<file path="config.mk">
export PLATFORM = sky130hd
export DESIGN_NAME = cpu_top
export DESIGN_NICKNAME = d
export VERILOG_FILES = /design/src/logic/cpu_pkg.sv /design/src/logic/cpu_alu.sv /design/src/logic/cpu_ctrl.sv /design/src/logic/cpu_top.sv /design/src/logic/op_fetch.sv /design/src/logic/reg_bank.sv
export VERILOG_INCLUDE_DIRS = /design/src /design/src/logic
export SDC_FILE = /design/constraint.sdc
export NUM_CORES = 2
export LEC_CHECK = 0
export BUFFER_PORTS_ARGS = -buffer_cell sky130_fd_sc_hd__buf_2
export CORE_ASPECT_RATIO = 1.2
export CORE_MARGIN = 2
export CORE_UTILIZATION = 40
export DETAILED_ROUTE_END_ITERATION = 8
export GPL_TIMING_DRIVEN = 0
export MAX_ROUTING_LAYER = met4
export PLACE_DENSITY = 0.53
export SYNTH_ARGS = -nofsm -noshare
export SYNTH_HDL_FRONTEND = slang
export SYNTH_SLANG_ARGS = --single-unit
</file>
<file path="constraint.sdc">
create_clock -name clk -period 43.5 [get_ports clk]
set_input_delay 6.525 -clock clk [delete_from_list [all_inputs] [get_ports clk]]
set_output_delay 6.525 -clock clk [all_outputs]
set_load 0.01 [all_outputs]
</file>
<file path="src/logic/cpu_settings.svh">
// build-time sizes for the core
// the window depth is also the number of fetch credits
// bank count must stay 4, the register file pointer is 2 bits wide
`ifndef CPU_SETTINGS_SVH
`define CPU_SETTINGS_SVH

// instruction window depth in bytes, one credit per slot
`define CPU_WINDOW_BYTES 4

// register file layout
`define CPU_NUM_BANKS 4
`define CPU_NUM_REGS  8

// first program address fetched after reset
`define CPU_RESET_ADDR 24'h00_0000

`endif

</file>
<file path="src/logic/cpu_pkg.sv">
// shared types for the core
// op_size_e values equal the zz field of the opcode, zz of 3 is illegal
package cpu_pkg;

    typedef logic [7:0]  byte_t;     // instruction or data byte
    typedef logic [31:0] data_t;     // register and alu value
    typedef logic [23:0] addr_t;     // program address
    typedef logic [2:0]  reg_idx_t;  // register inside a bank
    typedef logic [1:0]  bank_t;     // register file pointer
    typedef logic [2:0]  win_cnt_t;  // window bytes, 0 to 4

    typedef enum logic [1:0] {
        SZ_BYTE = 2'd0,
        SZ_WORD = 2'd1,
        SZ_LONG = 2'd2
    } op_size_e;

    typedef enum logic [1:0] {
        ALU_NOP,
        ALU_MOVE,
        ALU_ADD
    } alu_op_e;

    typedef enum logic [1:0] {
        ST_FETCH,
        ST_SECOND,
        ST_FILL_IMM,
        ST_HALT
    } ctrl_state_e;

    // bits of a register that a write of this size touches
    function automatic data_t size_mask(op_size_e size);
        case (size)
            SZ_BYTE: return 32'h0000_00ff;
            SZ_WORD: return 32'h0000_ffff;
            default: return 32'hffff_ffff;
        endcase
    endfunction

endpackage

</file>
<file path="src/logic/cpu_alu.sv">
// move and add for the decoded command, purely combinational
// the result is cut to the operand size, reg_bank keeps the upper bits
`timescale 1ns/1ps

module cpu_alu (
    input  logic              alu_valid,
    input  cpu_pkg::alu_op_e  alu_op,
    input  cpu_pkg::op_size_e alu_size,
    input  cpu_pkg::reg_idx_t alu_dst,
    input  logic              alu_use_imm,
    input  cpu_pkg::data_t    alu_imm,
    input  cpu_pkg::data_t    rd_dst_data,
    input  cpu_pkg::data_t    rd_src_data,
    output logic              wr_en,
    output cpu_pkg::reg_idx_t wr_reg,
    output cpu_pkg::op_size_e wr_size,
    output cpu_pkg::data_t    wr_data
);
    import cpu_pkg::*;

    data_t operand;
    data_t result;

    assign operand = alu_use_imm ? alu_imm : rd_src_data;

    always_comb begin
        case (alu_op)
            ALU_MOVE: result = operand;
            ALU_ADD:  result = rd_dst_data + operand;  // carry out dropped
            default:  result = rd_dst_data;
        endcase
    end

    assign wr_en   = alu_valid && (alu_op != ALU_NOP);
    assign wr_reg  = alu_dst;
    assign wr_size = alu_size;
    assign wr_data = result & size_mask(alu_size);  // wraps inside the width

endmodule

</file>
<file path="src/logic/cpu_ctrl.sv">
// instruction decoder for the reduced TLCS-900 style set
// one registered alu command per completed instruction
// an illegal opcode parks the FSM in ST_HALT until reset
`timescale 1ns/1ps
`include "cpu_settings.svh"

module cpu_ctrl (
    input  logic                clk,
    input  logic                rst,
    input  cpu_pkg::byte_t      win_bytes [`CPU_WINDOW_BYTES],
    input  cpu_pkg::win_cnt_t   win_count,
    output cpu_pkg::win_cnt_t   consume,
    output logic                alu_valid,
    output cpu_pkg::alu_op_e    alu_op,
    output cpu_pkg::op_size_e   alu_size,
    output cpu_pkg::reg_idx_t   alu_dst,
    output cpu_pkg::reg_idx_t   alu_src,
    output logic                alu_use_imm,
    output cpu_pkg::data_t      alu_imm,
    output logic                inc_rfp,
    output logic                dec_rfp,
    output logic                illegal
);
    import cpu_pkg::*;

    ctrl_state_e state, nx_state;
    byte_t       b0;
    op_size_e    zz_d;      // size field of the byte at the window head
    alu_op_e     imm_op_d;  // 01 is LD, 10 is ADD
    win_cnt_t    imm_need;

    // opcode fields kept while the rest of the instruction arrives
    alu_op_e     kind_q;
    op_size_e    size_q;
    reg_idx_t    dst_q;

    logic        latch_op, load_cmd, nx_inc, nx_dec, nx_use_imm;
    alu_op_e     nx_op;
    op_size_e    nx_size;
    reg_idx_t    nx_dst, nx_src;
    data_t       nx_imm;

    assign b0       = win_bytes[0];
    assign zz_d     = op_size_e'(b0[5:4]);
    assign imm_op_d = (b0[7:6] == 2'b01) ? ALU_MOVE : ALU_ADD;
    assign imm_need = (size_q == SZ_WORD) ? win_cnt_t'(2) : win_cnt_t'(4);
    assign illegal  = state == ST_HALT;

    always_comb begin
        nx_state   = state;
        consume    = '0;
        latch_op   = 1'b0;
        load_cmd   = 1'b0;
        nx_inc     = 1'b0;
        nx_dec     = 1'b0;
        nx_op      = kind_q;
        nx_size    = size_q;
        nx_dst     = dst_q;
        nx_src     = '0;
        nx_use_imm = 1'b1;
        nx_imm     = '0;
        case (state)
            ST_FETCH: if (win_count != '0) begin
                casez (b0)
                    8'h00: consume = win_cnt_t'(1);  // NOP
                    8'h0c: begin  // INCF
                        consume = win_cnt_t'(1);
                        nx_inc  = 1'b1;
                    end
                    8'h0d: begin  // DECF
                        consume = win_cnt_t'(1);
                        nx_dec  = 1'b1;
                    end
                    8'b01??_0???, 8'b10??_0???: begin  // LD r,# and ADD r,#
                        if (b0[5:4] == 2'd3) begin
                            nx_state = ST_HALT;
                        end else if (zz_d != SZ_BYTE) begin
                            consume  = win_cnt_t'(1);
                            latch_op = 1'b1;
                            nx_state = ST_FILL_IMM;
                        end else if (win_count >= win_cnt_t'(2)) begin
                            consume  = win_cnt_t'(2);  // opcode and byte immediate together
                            load_cmd = 1'b1;
                            nx_op    = imm_op_d;
                            nx_size  = SZ_BYTE;
                            nx_dst   = b0[2:0];
                            nx_imm   = {24'd0, win_bytes[1]};
                        end
                    end
                    8'b11??_0???: begin  // register form, second byte decides
                        if (b0[5:4] == 2'd3) begin
                            nx_state = ST_HALT;
                        end else begin
                            consume  = win_cnt_t'(1);
                            latch_op = 1'b1;
                            nx_state = ST_SECOND;
                        end
                    end
                    default: nx_state = ST_HALT;
                endcase
            end
            ST_SECOND: if (win_count != '0) begin
                if (b0[7:4] == 4'h0) begin
                    consume    = win_cnt_t'(1);
                    load_cmd   = 1'b1;
                    nx_op      = b0[3] ? ALU_MOVE : ALU_ADD;
                    nx_src     = b0[2:0];
                    nx_use_imm = 1'b0;
                    nx_state   = ST_FETCH;
                end else begin
                    nx_state = ST_HALT;
                end
            end
            ST_FILL_IMM: if (win_count >= imm_need) begin
                consume  = imm_need;
                load_cmd = 1'b1;
                nx_state = ST_FETCH;
                if (size_q == SZ_WORD)
                    nx_imm = {16'd0, win_bytes[1], win_bytes[0]};
                else
                    nx_imm = {win_bytes[3], win_bytes[2], win_bytes[1], win_bytes[0]};
            end
            default: ;  // halted, nothing consumed
        endcase
    end

    always_ff @(posedge clk or posedge rst) begin
        if (rst) begin
            state     <= ST_FETCH;
            alu_valid <= 1'b0;
            inc_rfp   <= 1'b0;
            dec_rfp   <= 1'b0;
        end else begin
            state     <= nx_state;
            alu_valid <= load_cmd;
            inc_rfp   <= nx_inc;
            dec_rfp   <= nx_dec;
        end
    end

    always_ff @(posedge clk) begin
        if (latch_op) begin
            kind_q <= imm_op_d;
            size_q <= zz_d;
            dst_q  <= b0[2:0];
        end
        if (load_cmd) begin
            alu_op      <= nx_op;
            alu_size    <= nx_size;
            alu_dst     <= nx_dst;
            alu_src     <= nx_src;
            alu_use_imm <= nx_use_imm;
            alu_imm     <= nx_imm;
        end
    end

endmodule

</file>
<file path="src/logic/cpu_top.sv">
// core top level, program memory port and writeback report only
// no data memory, flags or interrupts
`timescale 1ns/1ps
`include "cpu_settings.svh"

module cpu_top (
    input  logic              clk,
    input  logic              rst,
    output logic              req_valid,
    output cpu_pkg::addr_t    req_addr,
    input  logic              rsp_valid,
    input  cpu_pkg::byte_t    rsp_byte,
    output logic              wb_valid,
    output cpu_pkg::bank_t    wb_bank,
    output cpu_pkg::reg_idx_t wb_reg,
    output cpu_pkg::data_t    wb_data,
    output logic              illegal
);
    import cpu_pkg::*;

    byte_t     win_bytes [`CPU_WINDOW_BYTES];
    win_cnt_t  win_count, consume;
    logic      alu_valid, alu_use_imm, inc_rfp, dec_rfp;
    alu_op_e   alu_op;
    op_size_e  alu_size, wr_size;
    reg_idx_t  alu_dst, alu_src, wr_reg;
    data_t     alu_imm, rd_dst_data, rd_src_data, wr_data;
    logic      wr_en;

    op_fetch op_fetch_inst (
        .clk, .rst, .req_valid, .req_addr, .rsp_valid, .rsp_byte,
        .consume, .win_bytes, .win_count
    );

    cpu_ctrl cpu_ctrl_inst (
        .clk, .rst, .win_bytes, .win_count, .consume,
        .alu_valid, .alu_op, .alu_size, .alu_dst, .alu_src, .alu_use_imm, .alu_imm,
        .inc_rfp, .dec_rfp, .illegal
    );

    cpu_alu cpu_alu_inst (
        .alu_valid, .alu_op, .alu_size, .alu_dst, .alu_use_imm, .alu_imm,
        .rd_dst_data, .rd_src_data, .wr_en, .wr_reg, .wr_size, .wr_data
    );

    reg_bank reg_bank_inst (
        .clk, .rst, .inc_rfp, .dec_rfp,
        .rd_dst      (alu_dst),  // reads follow the latched command
        .rd_src      (alu_src),
        .rd_dst_data, .rd_src_data,
        .wr_en, .wr_reg, .wr_size, .wr_data,
        .wb_valid, .wb_bank, .wb_reg, .wb_data
    );

endmodule

</file>
<file path="src/logic/op_fetch.sv">
// instruction byte window with credit-based program memory requests
// memory must answer every request once, in order, at least a cycle later
// consume must never exceed win_count
`timescale 1ns/1ps
`include "cpu_settings.svh"

module op_fetch (
    input  logic              clk,
    input  logic              rst,
    output logic              req_valid,
    output cpu_pkg::addr_t    req_addr,
    input  logic              rsp_valid,
    input  cpu_pkg::byte_t    rsp_byte,
    input  cpu_pkg::win_cnt_t consume,
    output cpu_pkg::byte_t    win_bytes [`CPU_WINDOW_BYTES],
    output cpu_pkg::win_cnt_t win_count
);
    import cpu_pkg::*;

    byte_t    win_q  [`CPU_WINDOW_BYTES];
    byte_t    win_nx [`CPU_WINDOW_BYTES];
    win_cnt_t filled;       // valid bytes in the window
    win_cnt_t outstanding;  // requested, not yet answered
    win_cnt_t credits;
    win_cnt_t kept;         // bytes left once consume is applied
    logic     issue;
    addr_t    next_addr;

    // a slot is free when neither filled nor already requested
    assign credits   = win_cnt_t'(`CPU_WINDOW_BYTES) - filled - outstanding;
    assign issue     = credits != '0;
    assign kept      = filled - consume;
    assign win_count = filled;
    assign win_bytes = win_q;

    // shift out consumed bytes, then append the new response behind the rest
    always_comb begin
        for (int i = 0; i < `CPU_WINDOW_BYTES; i++) begin
            if (i + int'(consume) < `CPU_WINDOW_BYTES)
                win_nx[i] = win_q[i + int'(consume)];
            else
                win_nx[i] = '0;
            if (rsp_valid && int'(kept) == i)
                win_nx[i] = rsp_byte;
        end
    end

    always_ff @(posedge clk or posedge rst) begin
        if (rst) begin
            req_valid   <= 1'b0;
            filled      <= '0;
            outstanding <= '0;
            next_addr   <= `CPU_RESET_ADDR;
        end else begin
            req_valid   <= issue;  // one request per credit
            filled      <= kept + win_cnt_t'(rsp_valid);
            outstanding <= outstanding + win_cnt_t'(issue) - win_cnt_t'(rsp_valid);
            if (issue)
                next_addr <= next_addr + 1'b1;
        end
    end

    always_ff @(posedge clk) begin
        win_q <= win_nx;
        if (issue)
            req_addr <= next_addr;
    end

endmodule

</file>
<file path="src/logic/reg_bank.sv">
// banked register file, the register file pointer picks the bank
// reads are combinational, writes merge only the low 8, 16 or 32 bits
// every write is echoed one cycle later on the wb ports
`timescale 1ns/1ps
`include "cpu_settings.svh"

module reg_bank (
    input  logic              clk,
    input  logic              rst,
    input  logic              inc_rfp,
    input  logic              dec_rfp,
    input  cpu_pkg::reg_idx_t rd_dst,
    input  cpu_pkg::reg_idx_t rd_src,
    output cpu_pkg::data_t    rd_dst_data,
    output cpu_pkg::data_t    rd_src_data,
    input  logic              wr_en,
    input  cpu_pkg::reg_idx_t wr_reg,
    input  cpu_pkg::op_size_e wr_size,
    input  cpu_pkg::data_t    wr_data,
    output logic              wb_valid,
    output cpu_pkg::bank_t    wb_bank,
    output cpu_pkg::reg_idx_t wb_reg,
    output cpu_pkg::data_t    wb_data
);
    import cpu_pkg::*;

    data_t regs [`CPU_NUM_BANKS][`CPU_NUM_REGS];
    bank_t rfp;
    data_t mask;
    data_t merged;  // full register value after the write

    assign rd_dst_data = regs[rfp][rd_dst];
    assign rd_src_data = regs[rfp][rd_src];
    assign mask        = size_mask(wr_size);
    assign merged      = (regs[rfp][wr_reg] & ~mask) | (wr_data & mask);

    always_ff @(posedge clk or posedge rst) begin
        if (rst) begin
            rfp      <= '0;
            wb_valid <= 1'b0;
            for (int b = 0; b < `CPU_NUM_BANKS; b++)
                for (int r = 0; r < `CPU_NUM_REGS; r++)
                    regs[b][r] <= '0;
        end else begin
            if (inc_rfp)
                rfp <= rfp + 1'b1;  // wraps modulo 4
            else if (dec_rfp)
                rfp <= rfp - 1'b1;
            if (wr_en)
                regs[rfp][wr_reg] <= merged;
            wb_valid <= wr_en;
        end
    end

    always_ff @(posedge clk) begin
        if (wr_en) begin
            wb_bank <= rfp;
            wb_reg  <= wr_reg;
            wb_data <= merged;
        end
    end

endmodule

</file>
# After elaboration in Yosys (flattened, before gate mapping)
# Cells that the tools add are included.
word_totals:
  register_bits: 1206
  in_bits: 11
  elab_cells: 255
  out_inout_bits: 64
op_classes:
  n_addsub: 13
  reduce_logical: 23
  eq_ne: 22
  n_bitwise: 12
  n_mux: 111
  n_lt_le_gt_ge: 15
ops:
  columns: ["operator", "n"]
  rows:
  - ["$bwmux 1024", 1]
  - ["$mux 256", 3]
  - ["$bmux 256 s2", 1]
  - ["$demux 256 s2", 1]
  - ["$mux 32", 12]
  - ["$bmux 32 s3", 2]
  - ["$pmux 32 s2", 3]
  - ["$mux 8", 17]
  - ["$ge 32x3->1 const B", 4]
  - ["$not 32->32", 4]
  - ["$and 32x32->32", 3]
  - ["$demux 32 s3", 1]
  - ["$lt 32x4->1 const B", 3]
  - ["$bmux 8 s2", 4]
  - ["$mux 2", 25]
  - ["$mux 3", 12]
  - ["$add 32x32->32", 1]
  - ["$not 3->32", 1]
  - ["$or 32x32->32", 1]
  - ["$add 24x1->24 const B", 1]
  - ["$mux 1", 22]
  - ["$pmux 3 s3", 2]
  - ["$eq 8x4->1 const B", 2]
  - ["$eq 3x3->1 const B", 4]
  - ["39 further kinds", 66]

# Longest topological paths before layout
depth:
  ltp_word: 14
  ltp_mapped: 23
  ltp_nobuf: 18

# Cells and area by module
# From an unflattened synthesis, not the netlist that was laid out.
unflattened:
  cells_unflattened: 5317
  hier_area_um2: 60387.9
modules_own_cells:
  columns: ["module", "seq_area_each_um2", "instances", "area_each_um2", "cells_per_inst"]
  rows:
  - ["reg_bank", 26810.7, 1, 50703.6, 4349]
  - ["op_fetch", 2137.0, 1, 4107.7, 344]
  - ["cpu_alu", 0.0, 1, 3036.7, 440]
  - ["cpu_ctrl", 1626.6, 1, 2539.9, 184]

# Worst setup path after synthesis
# No wires, ideal clock.
synth_timing:
  kind: "input-to-reg"
  startpoint: "input port rsp_valid"
  endpoint: "register op_fetch_inst.outstanding[2]"
  path_stages: 7
  slack_ns: 35.738
  t_required_ns: 43.377
  setup_time_ns: 0.123
  path_buffers: 0
  arrival_ns: 7.640
  path_cell_list: "ha_1 inv_1 ha_1 inv_1 fa_1 xnor2_1 xnor2_1"
synth_via:
  elab_chain_cells: 1
synth_lines:
  columns: ["element", "line_no", "text"]
  rows:
  - ["from (decl)", "cpu_top.sv:11", "input logic rsp_valid,"]
  - ["$sub 3x1->3", "op_fetch.sv:57", "outstanding <= outstanding + win_cnt_t'(issue) - win_cnt_t'(rsp_valid);"]
  - ["to (signal assigned)", "op_fetch.sv:57", null]
  - ["to (decl)", "op_fetch.sv:23", "win_cnt_t outstanding;"]
# Every way passes these cells.
# A chain may end at the register's enable or synchronous reset.

# Final worst setup path
layout_timing:
  startpoint: "register cpu_ctrl_inst.alu_dst[0]"
  endpoint: "register reg_bank_inst.regs[862] (netlist name)"
layout_via:
  elab_chain_cells: 10
  elab_cells_between_ends: 18
  cone_classes: "1 x add/sub; 2 x order compare; 9 x mux; 5 x bitwise; 1 x reduce/logical"
layout_lines:
  columns: ["element", "line_no", "text"]
  rows:
  - ["from (decl)", "cpu_ctrl.sv:16", "output cpu_pkg::reg_idx_t alu_dst,"]
  - ["from (signal assigned)", "cpu_ctrl.sv:150", "alu_dst <= nx_dst;"]
  - ["$not 3->4 (implied by the code) (*)", "reg_bank.sv:32, reg_bank.sv:35, reg_bank.sv:50", null]
  - ["$bmux 32 s3", "reg_bank.sv:32, reg_bank.sv:35", null]
  - ["$mux 32 (implied by the code) (2 in series)", "reg_bank.sv:32, reg_bank.sv:35", null]
  - ["$add 32x32->32", "cpu_alu.sv:29", "ALU_ADD: result = rd_dst_data + operand;"]
  - ["$pmux 32 s2", "cpu_alu.sv:27", "case (alu_op)"]
  - ["$and 32x32->32", "cpu_alu.sv:37", "assign wr_data = result & size_mask(alu_size);"]
  - ["$and 32x32->32", "reg_bank.sv:35", "assign merged = (regs[rfp][wr_reg] & ~mask) | (wr_data & mask);"]
  - ["$or 32x32->32", "reg_bank.sv:35", null]
  - ["$bwmux 1024 (*)", "reg_bank.sv:50", "regs[rfp][wr_reg] <= merged;"]
  - ["to (signal, indexed assignment)", "reg_bank.sv:50", null]
  - ["to (decl)", "reg_bank.sv:27", "data_t regs [`CPU_NUM_BANKS][`CPU_NUM_REGS];"]
# Every way passes the cells marked *; elsewhere a longest branch is shown, timed or not. The select of a mux whose other input is x is not followed.

==> reports/results.txt <==
status = complete, but fails checks
failing checks = max-capacitance violations, max-slew violations
Worst-Skew Late Latency = 0.81 ns
worst r2r src = cpu_ctrl_inst.alu_dst[0]
setup slack, reg-to-reg = 34.70 ns
internal power = 2.71 mW
routed len/inst = 32.2 um
die width = 346 um
switch share = 0.451
starting density of the core = 0.403
routability cong. = 0.994
# rows = 150
Hold Path End = op_fetch_inst.req_addr[20]
register area = 30600 sq um
Die Ht = 415 um
Max transition margin = -0.0864
largest net degree at the start of global routing = 121
clock-pin slew on the worst setup and hold paths = 0.06 ns
distinct cell type count after synthesis = 68
hpwl dp = 170000 um
P_sw = 2.23 mW
Biggest register = reg_bank_inst.regs
Setup CP Type = register to register
total gr overflow = 0
Fillers = 13300
HP Class = register to register
setup bufs post-CTS = 0
die area = 144000 sq um
Layout area overhead = 13.8%
cells after synthesis = 5310
Synth Register Bits = 1206
PD cells = 77.2 nW/um^2
GRT Total Usage = 0.344
CTS tree = done
Worst setup EP type = register
quantity of I/O buffers inserted on ports = 74
routed wire length = 241000 um
data arrival time of the worst path = 9.41 ns
nets@finish = 5607
clock tree root buffer cell = clkbuf_16
IO Pins = 75
initial antenna violation count = 10
data required time of the critical path = 44.11 ns
Hold Startpoint = op_fetch_inst.next_addr[20]
CTS buffer count = 135
Pleak = 28.1 nW
clock tree sinks = 1206
layout cells sized above 1 = 0.136
H-tree depth = 4
startpoint types = register
crit path max fanout = 10
final slew viol count = 11
first-pass GRT wire length = 340000 um
part of the cycle the worst path needs = 0.202
reg-to-reg endpoint = reg_bank_inst.regs[862]
Synth area leaders = dfrtp_1 (47%), mux4_2 (13%), nand2_1 (9.9%)
Final Hold Vio Count = 0
DRT antenna net count = 0
clock period minus worst slack = 8.80 ns
Clock Path Buffers = 3
1st-pass router iterations = 5
worst setup margin = 34.70 ns
Initial DRC Count = 5412
Multi-input gate area = 23600 sq um
area share of the leading cell type in the synthesized netlist = 0.473
count of flip-flops with a built-in enable after synthesis = 111
DRC = 0
most frequent cell after synthesis = nand2_1
max reg flops = 1024
vias in the first global route = 45300
Vias/cell = 6.12
Max-Cap Viols = 2
Comb power frac = 0.453
endpoints failing setup = 0
Peak VDD IR = 0.0488 mV
asr flop ratio synth = 0.881
fmax = 0.114 GHz
synth warn = 0
Synthesized Nets = 5377
Hold Crit Depth = 0
most frequent cells after synthesis = nand2_1 (1482), dfrtp_1 (1063), o21ai_0 (731), clkbuf_1 (338), mux4_2 (328)
Setup crit start = cpu_ctrl_inst.alu_dst[0]
CTS Hold Bufs = 0
Seq pwr share = 0.302
Netlist Area Pre-Place = 56300 sq um
Seq/Total Area, Yosys = 0.544
PostCTS Resize Cnt = 0
clock power share = 0.244
cell depth of the worst flop-to-flop path = 20
Syn Area/Cell = 10.6 sq um
predominant post-synthesis flop cell = dfrtp_1
core area = 139000 sq um
RSZ-0062 raised after global routing = no
Yosys top cell by area = dfrtp_1
worst hold slack = 0.449 ns
skew final = 0.0432 ns
Worst-Margin Slew = 1.63 ns
Vias = 45800
setup slack at placement = 33.95 ns
[how the worst max path moves through the flow]
stage | end | slack (ns) | cells after the start
floorplan | cpu_ctrl_inst.alu_valid | 7.05 | 1
global placement | reg_bank_inst.regs[911] | -6.16 | 2
detailed placement | reg_bank_inst.regs[750] | 33.95 | 7
CTS | reg_bank_inst.regs[750] | 34.78 | 7
global route | reg_bank_inst.regs[750] | 34.51 | 7
finish | reg_bank_inst.regs[862] | 34.70 | 20
[final cells by class]
cell class	instances	area share
Sequential cell	1206	0.478
Multi-Input combinational cell	3598	0.369
Clock buffer	203	0.0651
Tap cell	1824	0.0357
Buffer	446	0.0291
Timing Repair Buffer	93	0.0118
Clock inverter	47	0.00731
Inverter	60	0.00368
Antenna cell	9	0.000352
[metal layers]
metal	routed length (um)	vias to the layer above	GRT usage
li1	-	19000	-
met1	89300	23400	0.412
met2	110000	2582	0.522
met3	20700	769	0.0695
met4	20500	0	0.244
met5	0	-	-
[through the flow]
step	instances	TNS, ns	power (mW)	cell area [sq um]	util
after CTS	7477	0	4.90	64000	0.459
after global routing	7484	0	5.08	64000	0.459
final	7486	0	4.94	64000	0.459
after global placement	7208	-6293.65	3.67	58900	0.422
after detailed placement	7227	0	3.70	59300	0.426
after floorplan	5310	0	2.72	56300	-
[layout by cell type, fill, tap and decap left out, types with 20 or more instances in the layout]
cell and n:
nand2_1 1482, o21ai_1 22, edfxtp_1 111, nand3_1 21, nand4_1 41, xnor2_1 43
dfrtp_1 1063, o21ai_0 729, and3_1 29, buf_2 146, ha_1 53, clkbuf_1 358
dfxtp_1 32, clkbuf_16 143, a22oi_1 138, clkbuf_8 36, a21oi_1 177, and2_1 20
a22o_1 31, mux2i_1 74, inv_1 58, clkinv_2 22, nor2_1 242, mux4_2 328
[power groups by stage]
stage	registers (mW)	logic, mW	clock network, mW
CTS	1.49	2.20	1.21
floorplan	1.48	1.24	0
global placement	1.51	2.16	0
detailed placement	1.51	2.19	0
finish	1.49	2.24	1.21
global route	1.51	2.31	1.26
[logic make-up after synthesis]
logic type               share of synthesized area
flip-flops                                   0.544
AO/OA/AOI/OAI                                0.117
buffers and inverters                       0.0370
adder cells (fa/ha/maj)                     0.0129
XOR/XNOR                                   0.00887
AND/OR/NAND/NOR                              0.135
multiplexers                                 0.146
[critical path, cell delays in order (launching register included)]
cell and delay (ns):
edfxtp_1 0.67, clkbuf_1 0.55, nand2_1 0.17, nor2_1 1.02, clkbuf_1 0.93, clkbuf_1 0.72
a22oi_1 0.27, nand4_1 0.29, ha_1 0.29, inv_1 0.07, fa_1 0.42, nor2b_1 0.19
o2111ai_1 0.18, a21oi_1 0.39, nor2_1 0.24, o21ai_1 0.31, a31oi_1 0.17, xnor2_1 0.17
a21oi_1 0.83, clkbuf_1 0.50, o21ai_0 0.19
Power figures use the tool's default switching activity.
